## src/verilog/sys_bus_pkg.sv

```systemverilog
// System bus shared types

package sys_bus_pkg;

   // ------------------------------
   // axi response codes

   typedef enum logic [1:0] {
      OKAY   = 2'b00,   // normal access
      SLVERR = 2'b10    // bridge-generated error
   } axi_resp_e;

   // ------------------------------
   // address regions

   // only the two banks are mapped, every other code is a hole
   typedef enum logic [3:0] {
      BANK_A = 4'd0,
      BANK_B = 4'd1
   } region_e;

   // ------------------------------
   // address word layout

   typedef struct packed {
      logic [3:0]  region;   // top nibble picks the bank
      logic [23:0] unused;   // ignored by all slaves
      logic [1:0]  index;    // register index in a bank
      logic [1:0]  offset;   // byte offset, word access only
   } sys_addr_fields_t;

   // same 32 bits, raw or split into fields
   typedef union packed {
      logic [31:0]      raw;     // as seen on the axi side
      sys_addr_fields_t field;   // as used by decoder and banks
   } sys_addr_u;

endpackage

```

## src/verilog/sys_bus_if.sv

```systemverilog
// System register bus

interface sys_bus_if import sys_bus_pkg::*; ();

   sys_addr_u   addr;    // valid with a strobe
   logic [31:0] wdata;   // write payload
   logic        wen;     // one-cycle write strobe
   logic        ren;     // one-cycle read strobe
   logic [31:0] rdata;   // valid with ack of a read
   logic        ack;     // one-cycle done pulse

   // requester side
   modport m (
      output addr,
      output wdata,
      output wen,
      output ren,
      input  rdata,
      input  ack
   );

   // responder side
   modport s (
      input  addr,
      input  wdata,
      input  wen,
      input  ren,
      output rdata,
      output ack
   );

endinterface

```

## src/verilog/axi_sys_bridge.sv

```systemverilog
// AXI to system bus bridge

module axi_sys_bridge import sys_bus_pkg::*; #(
   parameter int ID_W        = 8,
   parameter int ACK_TIMEOUT = 32
) (
   input  logic            axi,
   input  logic            reset,
   // write address
   input  logic [ID_W-1:0] awid,
   input  logic [31:0]     awaddr,
   input  logic [3:0]      awlen,
   input  logic [2:0]      awsize,
   input  logic            awvalid,
   output logic            awready,
   // write data
   input  logic [ID_W-1:0] wid,
   input  logic [31:0]     wdata,
   input  logic            wvalid,
   output logic            wready,
   // write response
   output logic [ID_W-1:0] bid,
   output axi_resp_e       bresp,
   output logic            bvalid,
   input  logic            bready,
   // read address
   input  logic [ID_W-1:0] arid,
   input  logic [31:0]     araddr,
   input  logic [3:0]      arlen,
   input  logic [2:0]      arsize,
   input  logic            arvalid,
   output logic            arready,
   // read data
   output logic [ID_W-1:0] rid,
   output logic [31:0]     rdata,
   output axi_resp_e       rresp,
   output logic            rlast,
   output logic            rvalid,
   input  logic            rready,
   // system bus
   sys_bus_if.m            bus
);

   localparam int CNT_W = $clog2(ACK_TIMEOUT) + 1;

   logic             wr_busy;    // write accepted, until b handshake
   logic             rd_busy;    // read accepted, until r handshake
   logic             w_done;     // write data taken
   logic             wr_err;     // latched burst/size error
   logic             rd_err;
   logic             err_go;     // self ack for bad transfers
   logic [ID_W-1:0]  wr_id;
   logic [ID_W-1:0]  rd_id;
   sys_addr_u        addr_q;
   logic [31:0]      wdata_q;
   logic             cnt_run;
   logic [CNT_W-1:0] ack_cnt;
   logic             cnt_en;
   logic             tmo_hit;
   logic             aw_hs;
   logic             w_hs;
   logic             ar_hs;
   logic             aw_bad;
   logic             ar_bad;
   logic             ack_any;
   logic             wr_ack;
   logic             rd_ack;

   // ------------------------------
   // channel arbitration

   assign aw_bad  = (awlen != 4'd0) || (awsize != 3'b010);   // burst or not 4 bytes
   assign ar_bad  = (arlen != 4'd0) || (arsize != 3'b010);
   assign awready = !wr_busy && !rd_busy;                     // idle
   assign arready = !wr_busy && !rd_busy && !awvalid;         // write wins
   assign wready  = wr_busy && !w_done && wvalid;
   assign aw_hs   = awvalid && awready;
   assign w_hs    = wvalid && wready;
   assign ar_hs   = arvalid && arready;

   always_ff @(posedge axi) begin
      if (reset) begin
         wr_busy <= 1'b0;
         rd_busy <= 1'b0;
         w_done  <= 1'b0;
         wr_err  <= 1'b0;
         rd_err  <= 1'b0;
      end else begin
         if (aw_hs) begin
            wr_busy <= 1'b1;
            w_done  <= 1'b0;
            wr_err  <= aw_bad;
         end else if (bvalid && bready) begin
            wr_busy <= 1'b0;                 // back to idle
         end
         if (w_hs) w_done <= 1'b1;
         if (ar_hs) begin
            rd_busy <= 1'b1;
            rd_err  <= ar_bad;
         end else if (rvalid && rready) begin
            rd_busy <= 1'b0;
         end
      end
   end

   always_ff @(posedge axi) begin
      if (aw_hs) begin
         wr_id      <= awid;
         addr_q.raw <= awaddr;
      end
      if (ar_hs) begin
         rd_id      <= arid;
         addr_q.raw <= araddr;              // never same cycle as aw
      end
      if (w_hs) wdata_q <= wdata;
   end

   // ------------------------------
   // system bus strobes

   always_ff @(posedge axi) begin
      if (reset) begin
         bus.wen <= 1'b0;
         bus.ren <= 1'b0;
         err_go  <= 1'b0;
      end else begin
         bus.wen <= w_hs && !wr_err;        // cycle after w handshake
         bus.ren <= ar_hs && !ar_bad;       // cycle after ar handshake
         err_go  <= (w_hs && wr_err) || (ar_hs && ar_bad);
      end
   end

   assign bus.addr  = addr_q;
   assign bus.wdata = wdata_q;

   // ------------------------------
   // ack timeout

   // a write waiting for its data does not age
   assign cnt_en  = cnt_run && !(wr_busy && !w_done);
   assign tmo_hit = cnt_en && (ack_cnt == CNT_W'(ACK_TIMEOUT - 1)) && !bus.ack;
   assign ack_any = bus.ack || err_go || tmo_hit;

   always_ff @(posedge axi) begin
      if (reset) begin
         cnt_run <= 1'b0;
         ack_cnt <= '0;
      end else if (aw_hs || ar_hs) begin
         cnt_run <= 1'b1;                   // restart per transfer
         ack_cnt <= '0;
      end else if (ack_any) begin
         cnt_run <= 1'b0;
      end else if (cnt_en) begin
         ack_cnt <= ack_cnt + 1'b1;
      end
   end

   // ------------------------------
   // held responses

   assign wr_ack = wr_busy && w_done && !bvalid && ack_any;
   assign rd_ack = rd_busy && !rvalid && ack_any;

   always_ff @(posedge axi) begin
      if (reset) begin
         bvalid <= 1'b0;
         rvalid <= 1'b0;
      end else begin
         if (wr_ack) bvalid <= 1'b1;
         else if (bready) bvalid <= 1'b0;   // held until taken
         if (rd_ack) rvalid <= 1'b1;
         else if (rready) rvalid <= 1'b0;
      end
   end

   always_ff @(posedge axi) begin
      if (wr_ack) bresp <= (wr_err || tmo_hit) ? SLVERR : OKAY;
      if (rd_ack) begin
         rresp <= (rd_err || tmo_hit) ? SLVERR : OKAY;
         rdata <= (rd_err || tmo_hit) ? 32'h0 : bus.rdata;
      end
   end

   assign bid   = wr_id;    // echo latched ids
   assign rid   = rd_id;
   assign rlast = rvalid;   // single beat only

   // ------------------------------
   // checks

   strobe_excl: assert property (@(posedge axi) disable iff (reset)
      !(bus.wen && bus.ren));
   resp_order: assert property (@(posedge axi) disable iff (reset)
      rvalid |-> !$rose(bvalid));
   // axi3 wid must follow the accepted awid
   wid_match: assert property (@(posedge axi) disable iff (reset)
      w_hs |-> (wid == wr_id));

endmodule

```

## src/verilog/sys_bus_decoder.sv

```systemverilog
// System bus region decoder

module sys_bus_decoder import sys_bus_pkg::*; (
   input  logic axi,
   input  logic reset,
   sys_bus_if.s host,     // from the bridge
   sys_bus_if.m bank_a,   // region 0
   sys_bus_if.m bank_b    // region 1
);

   logic       hit_a;
   logic       hit_b;
   logic [3:0] region_q;   // region of the last strobe

   // ------------------------------
   // strobe routing

   assign hit_a = (host.addr.field.region == BANK_A);
   assign hit_b = (host.addr.field.region == BANK_B);

   assign bank_a.addr  = host.addr;
   assign bank_a.wdata = host.wdata;
   assign bank_a.wen   = host.wen && hit_a;   // gated per region
   assign bank_a.ren   = host.ren && hit_a;

   assign bank_b.addr  = host.addr;
   assign bank_b.wdata = host.wdata;
   assign bank_b.wen   = host.wen && hit_b;
   assign bank_b.ren   = host.ren && hit_b;

   // unmapped codes reach no bank, so the bridge times out

   // ------------------------------
   // return path

   always_ff @(posedge axi) begin
      if (reset) begin
         region_q <= 4'hf;                    // nothing selected
      end else if (host.wen || host.ren) begin
         region_q <= host.addr.field.region;  // hold until next strobe
      end
   end

   assign host.ack   = (region_q == BANK_A) ? bank_a.ack :
                       (region_q == BANK_B) ? bank_b.ack :
                                              1'b0;
   assign host.rdata = (region_q == BANK_A) ? bank_a.rdata :
                       (region_q == BANK_B) ? bank_b.rdata :
                                              32'h0;

   // ------------------------------
   // checks

   // delays differ, but only one transfer is ever in flight
   ack_excl: assert property (@(posedge axi) disable iff (reset)
      !(bank_a.ack && bank_b.ack));

endmodule

```

## src/verilog/reg_bank.sv

```systemverilog
// Register bank with ID word

module reg_bank import sys_bus_pkg::*; #(
   parameter logic [31:0] BANK_ID   = 32'h0,
   parameter int          ACK_DELAY = 0
) (
   input  logic axi,
   input  logic reset,
   sys_bus_if.s bus
);

   localparam int SR_W = ACK_DELAY + 1;

   sys_addr_u   req;             // decoded view of the bus address
   logic [31:0] regs [1:3];      // index 0 is the id word
   logic [31:0] rdata_q;
   logic [SR_W-1:0] ack_sr;      // strobe delay line
   logic        strobe;

   assign req    = bus.addr;
   assign strobe = bus.wen || bus.ren;

   // ------------------------------
   // register file

   always_ff @(posedge axi) begin
      if (reset) begin
         regs[1] <= 32'h0;
         regs[2] <= 32'h0;
         regs[3] <= 32'h0;
      end else if (bus.wen && (req.field.index != 2'd0)) begin
         regs[req.field.index] <= bus.wdata;   // id word is read only
      end
   end

   always_ff @(posedge axi) begin
      if (bus.ren) begin
         if (req.field.index == 2'd0) begin
            rdata_q <= BANK_ID;
         end else begin
            rdata_q <= regs[req.field.index];
         end
      end
   end

   // ------------------------------
   // acknowledge

   always_ff @(posedge axi) begin
      if (reset) begin
         ack_sr <= '0;
      end else begin
         ack_sr <= (ack_sr << 1) | SR_W'(strobe);   // 1 + ACK_DELAY stages
      end
   end

   assign bus.ack   = ack_sr[SR_W-1];
   assign bus.rdata = rdata_q;          // stable from ack on

   // ------------------------------
   // checks

   ack_cause: assert property (@(posedge axi) disable iff (reset)
      $rose(bus.ack) |-> $past(strobe, ACK_DELAY + 1));

endmodule

```

## src/verilog/axi_sys_top.sv

```systemverilog
// AXI register subsystem top

module axi_sys_top import sys_bus_pkg::*; #(
   parameter int          ID_W        = 8,
   parameter int          ACK_TIMEOUT = 32,
   parameter logic [31:0] BANK_A_ID   = {28'hba5e_00a, BANK_A},   // low nibble is region
   parameter logic [31:0] BANK_B_ID   = {28'hba5e_00b, BANK_B}
) (
   input  logic            axi,
   input  logic            reset,
   input  logic [ID_W-1:0] awid,
   input  logic [31:0]     awaddr,
   input  logic [3:0]      awlen,
   input  logic [2:0]      awsize,
   input  logic            awvalid,
   output logic            awready,
   input  logic [ID_W-1:0] wid,
   input  logic [31:0]     wdata,
   input  logic            wvalid,
   output logic            wready,
   output logic [ID_W-1:0] bid,
   output logic [1:0]      bresp,
   output logic            bvalid,
   input  logic            bready,
   input  logic [ID_W-1:0] arid,
   input  logic [31:0]     araddr,
   input  logic [3:0]      arlen,
   input  logic [2:0]      arsize,
   input  logic            arvalid,
   output logic            arready,
   output logic [ID_W-1:0] rid,
   output logic [31:0]     rdata,
   output logic [1:0]      rresp,
   output logic            rlast,
   output logic            rvalid,
   input  logic            rready
);

   sys_bus_if host_bus ();     // bridge to decoder
   sys_bus_if bank_a_bus ();
   sys_bus_if bank_b_bus ();

   axi_sys_bridge #(.ID_W(ID_W), .ACK_TIMEOUT(ACK_TIMEOUT)) u_bridge (
      .axi, .reset,
      .awid, .awaddr, .awlen, .awsize, .awvalid, .awready,
      .wid, .wdata, .wvalid, .wready,
      .bid, .bresp, .bvalid, .bready,
      .arid, .araddr, .arlen, .arsize, .arvalid, .arready,
      .rid, .rdata, .rresp, .rlast, .rvalid, .rready,
      .bus (host_bus.m)
   );

   sys_bus_decoder u_decoder (
      .axi, .reset,
      .host   (host_bus.s),
      .bank_a (bank_a_bus.m),
      .bank_b (bank_b_bus.m)
   );

   // bank a answers next cycle, bank b three cycles later
   reg_bank #(.BANK_ID(BANK_A_ID), .ACK_DELAY(0)) u_bank_a (.axi, .reset, .bus (bank_a_bus.s));
   reg_bank #(.BANK_ID(BANK_B_ID), .ACK_DELAY(3)) u_bank_b (.axi, .reset, .bus (bank_b_bus.s));

endmodule

```

## config.mk

```make
export PLATFORM = sky130hd
export DESIGN_NAME = axi_sys_top
export DESIGN_NICKNAME = d
export VERILOG_FILES = /design/src/verilog/sys_bus_pkg.sv /design/src/verilog/sys_bus_if.sv /design/src/verilog/axi_sys_bridge.sv /design/src/verilog/sys_bus_decoder.sv /design/src/verilog/reg_bank.sv /design/src/verilog/axi_sys_top.sv
export SDC_FILE = /design/constraint.sdc
export NUM_CORES = 1
export LEC_CHECK = 0
export BUFFER_PORTS_ARGS = -buffer_cell sky130_fd_sc_hd__buf_4
export CAP_MARGIN = 20
export CORE_MARGIN = 2
export CORE_UTILIZATION = 55
export DETAILED_ROUTE_END_ITERATION = 8
export PLACE_DENSITY = 0.74
export SKIP_LAST_GASP = 1
export SYNTH_ARGS = -nofsm -noshare
export SYNTH_HDL_FRONTEND = slang
export SYNTH_SLANG_ARGS = --single-unit
```

## constraint.sdc

```tcl
create_clock -name axi -period 7.8 [get_ports axi]
set_clock_uncertainty 0.15 [all_clocks]
set_input_delay 1.17 -clock axi [delete_from_list [all_inputs] [get_ports axi]]
set_output_delay 1.17 -clock axi [all_outputs]
set_load 0.05 [all_outputs]
```

==> results.toml <==
[clock_tree]
cts_setup_buffers = 0
cts.sinks = 370
cts_made_buffers = 38
htreeDepth = 2
clkLatencyLatePin_ns = 0.52
postCtsHoldBufs = 0
cts-root-buf = "clkbuf_16"
clkTransAtPathRegs_ns = 0.06
ctsResizeCount = 0
cts_buffer_depth = 3
cts_tree = "built"

[routing]
final_antenna_net_count = 0
drc_errors = 0
vias = 8227
wl_um = 30750
avgViaCountPerCell = 5.559
drt_first_pass_iters = 5
wire_per_inst_um = 20.78
drtIter0Drc = 590

[yosys]
synth_edf_count = 344
netlist_area_sq_um = 14840
synth_top_family_by_area = "simple AND/OR/NAND/NOR gates"
synth_compound_area_frac = 0.05996
yosys-top-cells-count = "344 x edfxtp_1, 194 x and2_1, 74 x nor2_1"
yosysSeqAreaShare = 0.7313
yosys.area_share.simple = 0.1300
synth_xor_area_frac = 0
ys_ff_latch = 370
synth.most_common_cell = "edfxtp_1"
ys_async_sr_fraction = 0
avgSynthCellArea_sq_um = 15.15
synth_top_cell_by_area = "edfxtp_1"
synth.distinct_cells = 46
synth_ff_type = "edfxtp_1"
synth.top_cells.by_area = "edfxtp_1 70%, and2_1 8.2%, dfxtp_1 3.5%"
ys_warn_count = 0
synth_cells = 979
netlist.area_leader.share = 0.6962
synthAdderAreaFrac = 0.0008433
synth.area.mux_share = 0.05498

[power_and_ir_drop]
pwr-share-comb = 0.065
p_leak_nw = 6.528
clkPwrFrac = 0.408
power_switching_uw = 909.6
peakVddDrop_uv = 179.1
power.internal_mw = 3.369
p_seq_frac = 0.527
swShare = 0.2126
power_density_nw_per_um2 = 245.9

[hold_path]
holdPathEnd = "u_bank_b.ack_sr[2]"
hold_class = "flip-flop to flip-flop"
min_from = "u_bank_b.ack_sr[1]"
holdPathStages = 1

[final_layout]
final_cell_count_no_fill = 1480
seq_area_sq_um = 10850
fillers = 1922
final_nets = 1257
antennaDiodeCount = 0
multiInputGateArea_sq_um = 3749
final_util = 0.6512
areaGrowthSynthToFinish_pct = 17.30
drive_above_1_share = 0.2450

[floorplanning]
die_w_um = 168.2
initial_utilization = 0.5551
io_pins = 199
die_h_um = 168.2
die_area_sq_um = 28310
num_rows = 60
core_sq_um = 26730

[sta]
slew_headroom = 0.2787
finalHoldViolations = 0
layout_min_cycle_time_ns = 3.619
setup_viol_count_final = 0
worstMarginPinSlew_ns = 1.082
setup_slack_ns = 4.181
rsz0062_at_grt = "false"
tns_ns = 0
max_freq_mhz = 276.3
fin_crit_sh = 0.4640
drv_slew = 0

[global_routing]
gr-total-overflow = 0
grt_pass1_wl_um = 47130
grt_max_degree = 72
antenna_found_initial = 0
grt_usage = 0.2210
grt_pass1_vias = 8558

[run]
drv_cap = 0

[worst_setup_path]
path_cells = "buf_4 -> inv_1 -> nand3_1 -> nor3_2 -> buf_4 -> or2_2"
reg2reg_to = "u_bank_a.regs[3][3]"
cp-end-kind = "flip-flop"
slowest_stage = "or2_2"
startpoint_type = "input pin"
path_max_fanout = 33
r2r.worst_path.cells = 4
crit_path_frequent_cell = "buf_4"
r2r_start = "u_bridge.bus.addr[2]"
crit_type = "input pin to flip-flop"
critPathMaxStageDelay_ns = 0.89
arrival_ns = 3.59
cp.required_ns = 7.77
rrSetupSlack_ns = 4.50

[placed_design]
placed_cells = 1416
hpwlAfterDp_um = 16480
gpl.final_weighted_congestion = 0.7320
io_buffers = 136
dp_slack_ns = 3.648

[run_status]
status = "complete, no violations"
state kept, by name, summed over array words and instances, names as in the netlist, 4 cells and up:
signal              cells
u_bridge.bid            8
u_decoder.region_q      4
u_bank_a.bus.rdata     32
u_bank_b.bus.rdata     32
u_bank_b.ack_sr         4
u_bank_a.regs          96
u_bridge.bus.addr       6
u_bridge.ack_cnt        6
u_bridge.rdata         32
u_bank_b.regs          96
u_bridge.bus.wdata     32
u_bridge.rid            8
critical path: cells and delay by family:
kind / cells / cell delay, ns
buffers and inverters: 3 / 1.09
AND/OR/NAND/NOR: 3 / 1.30
routing by layer:
| metal | up-vias | track usage | share of wire |
|---|---|---|---|
| met2 | 235 | 0.3915 | 0.52 |
| met1 | 4061 | 0.2746 | 0.40 |
| li1 | 3860 | - | - |
| met3 | 71 | 0.03644 | 0.051 |
| met5 | - | 0 | 0 |
| met4 | 0 | 0.08246 | 0.028 |
cells by family after synthesis:
family                     count (synthesis)
buffers and inverters                     68
AOI/OAI and AO/OA                        120
muxes                                     76
other                                      1
adders and majority gates                  1
DFF                                      370
and+or+nand+nor                          343
stage by stage:
step	cell area [sq um]	total power [mW]	hold WS [ns]
after floorplan	14840	2.477	0.2638
after CTS	17400	4.303	0.2891
after global placement	16220	2.568	0.2674
after global routing	17400	4.399	0.2992
after detailed placement	16220	2.577	0.2747
final	17400	4.279	0.2848
worst max-delay path by stage:
stage	endpoint	from	slack, ns
after floorplan	u_bank_a.regs[1][0]	reset	3.45
after global placement	u_bank_a.regs[2][12]	reset	3.70
after detailed placement	u_bank_a.regs[2][16]	reset	3.65
after CTS	u_bank_a.regs[2][27]	reset	4.19
after global routing	u_bank_a.regs[2][27]	reset	4.07
final	u_bank_a.regs[2][27]	reset	4.18
power by group through the flow:
stage / registers (mW) / logic [mW] / clock network, mW
floorplan: 2.31 / 0.164 / 0
global placement: 2.29 / 0.274 / 0
detailed placement: 2.30 / 0.279 / 0
CTS: 2.26 / 0.280 / 1.77
global route: 2.26 / 0.300 / 1.84
finish: 2.26 / 0.278 / 1.74
final cells by class:
cell class / instances / area share
clock buffers: 49 / 0.05938
inverters: 9 / 0.001941
flip-flops and latches: 370 / 0.6234
well taps: 341 / 0.02451
multi-input cells: 542 / 0.2154
clock inverters: 15 / 0.008914
repair buffers: 154 / 0.06643
layout by cell type, fill, tap and decap left out, types with 30 or more instances in the layout:
cell,synthesis,routed
a22o_1,38,38
edfxtp_1,344,344
buf_4,9,154
mux2i_1,32,32
clkbuf_16,0,39
mux2_2,44,44
nor2_1,74,67
and2_1,194,194
a21oi_1,30,30
a22oi_1,33,33
No activity file was read; power rests on OpenSTA's default activity.
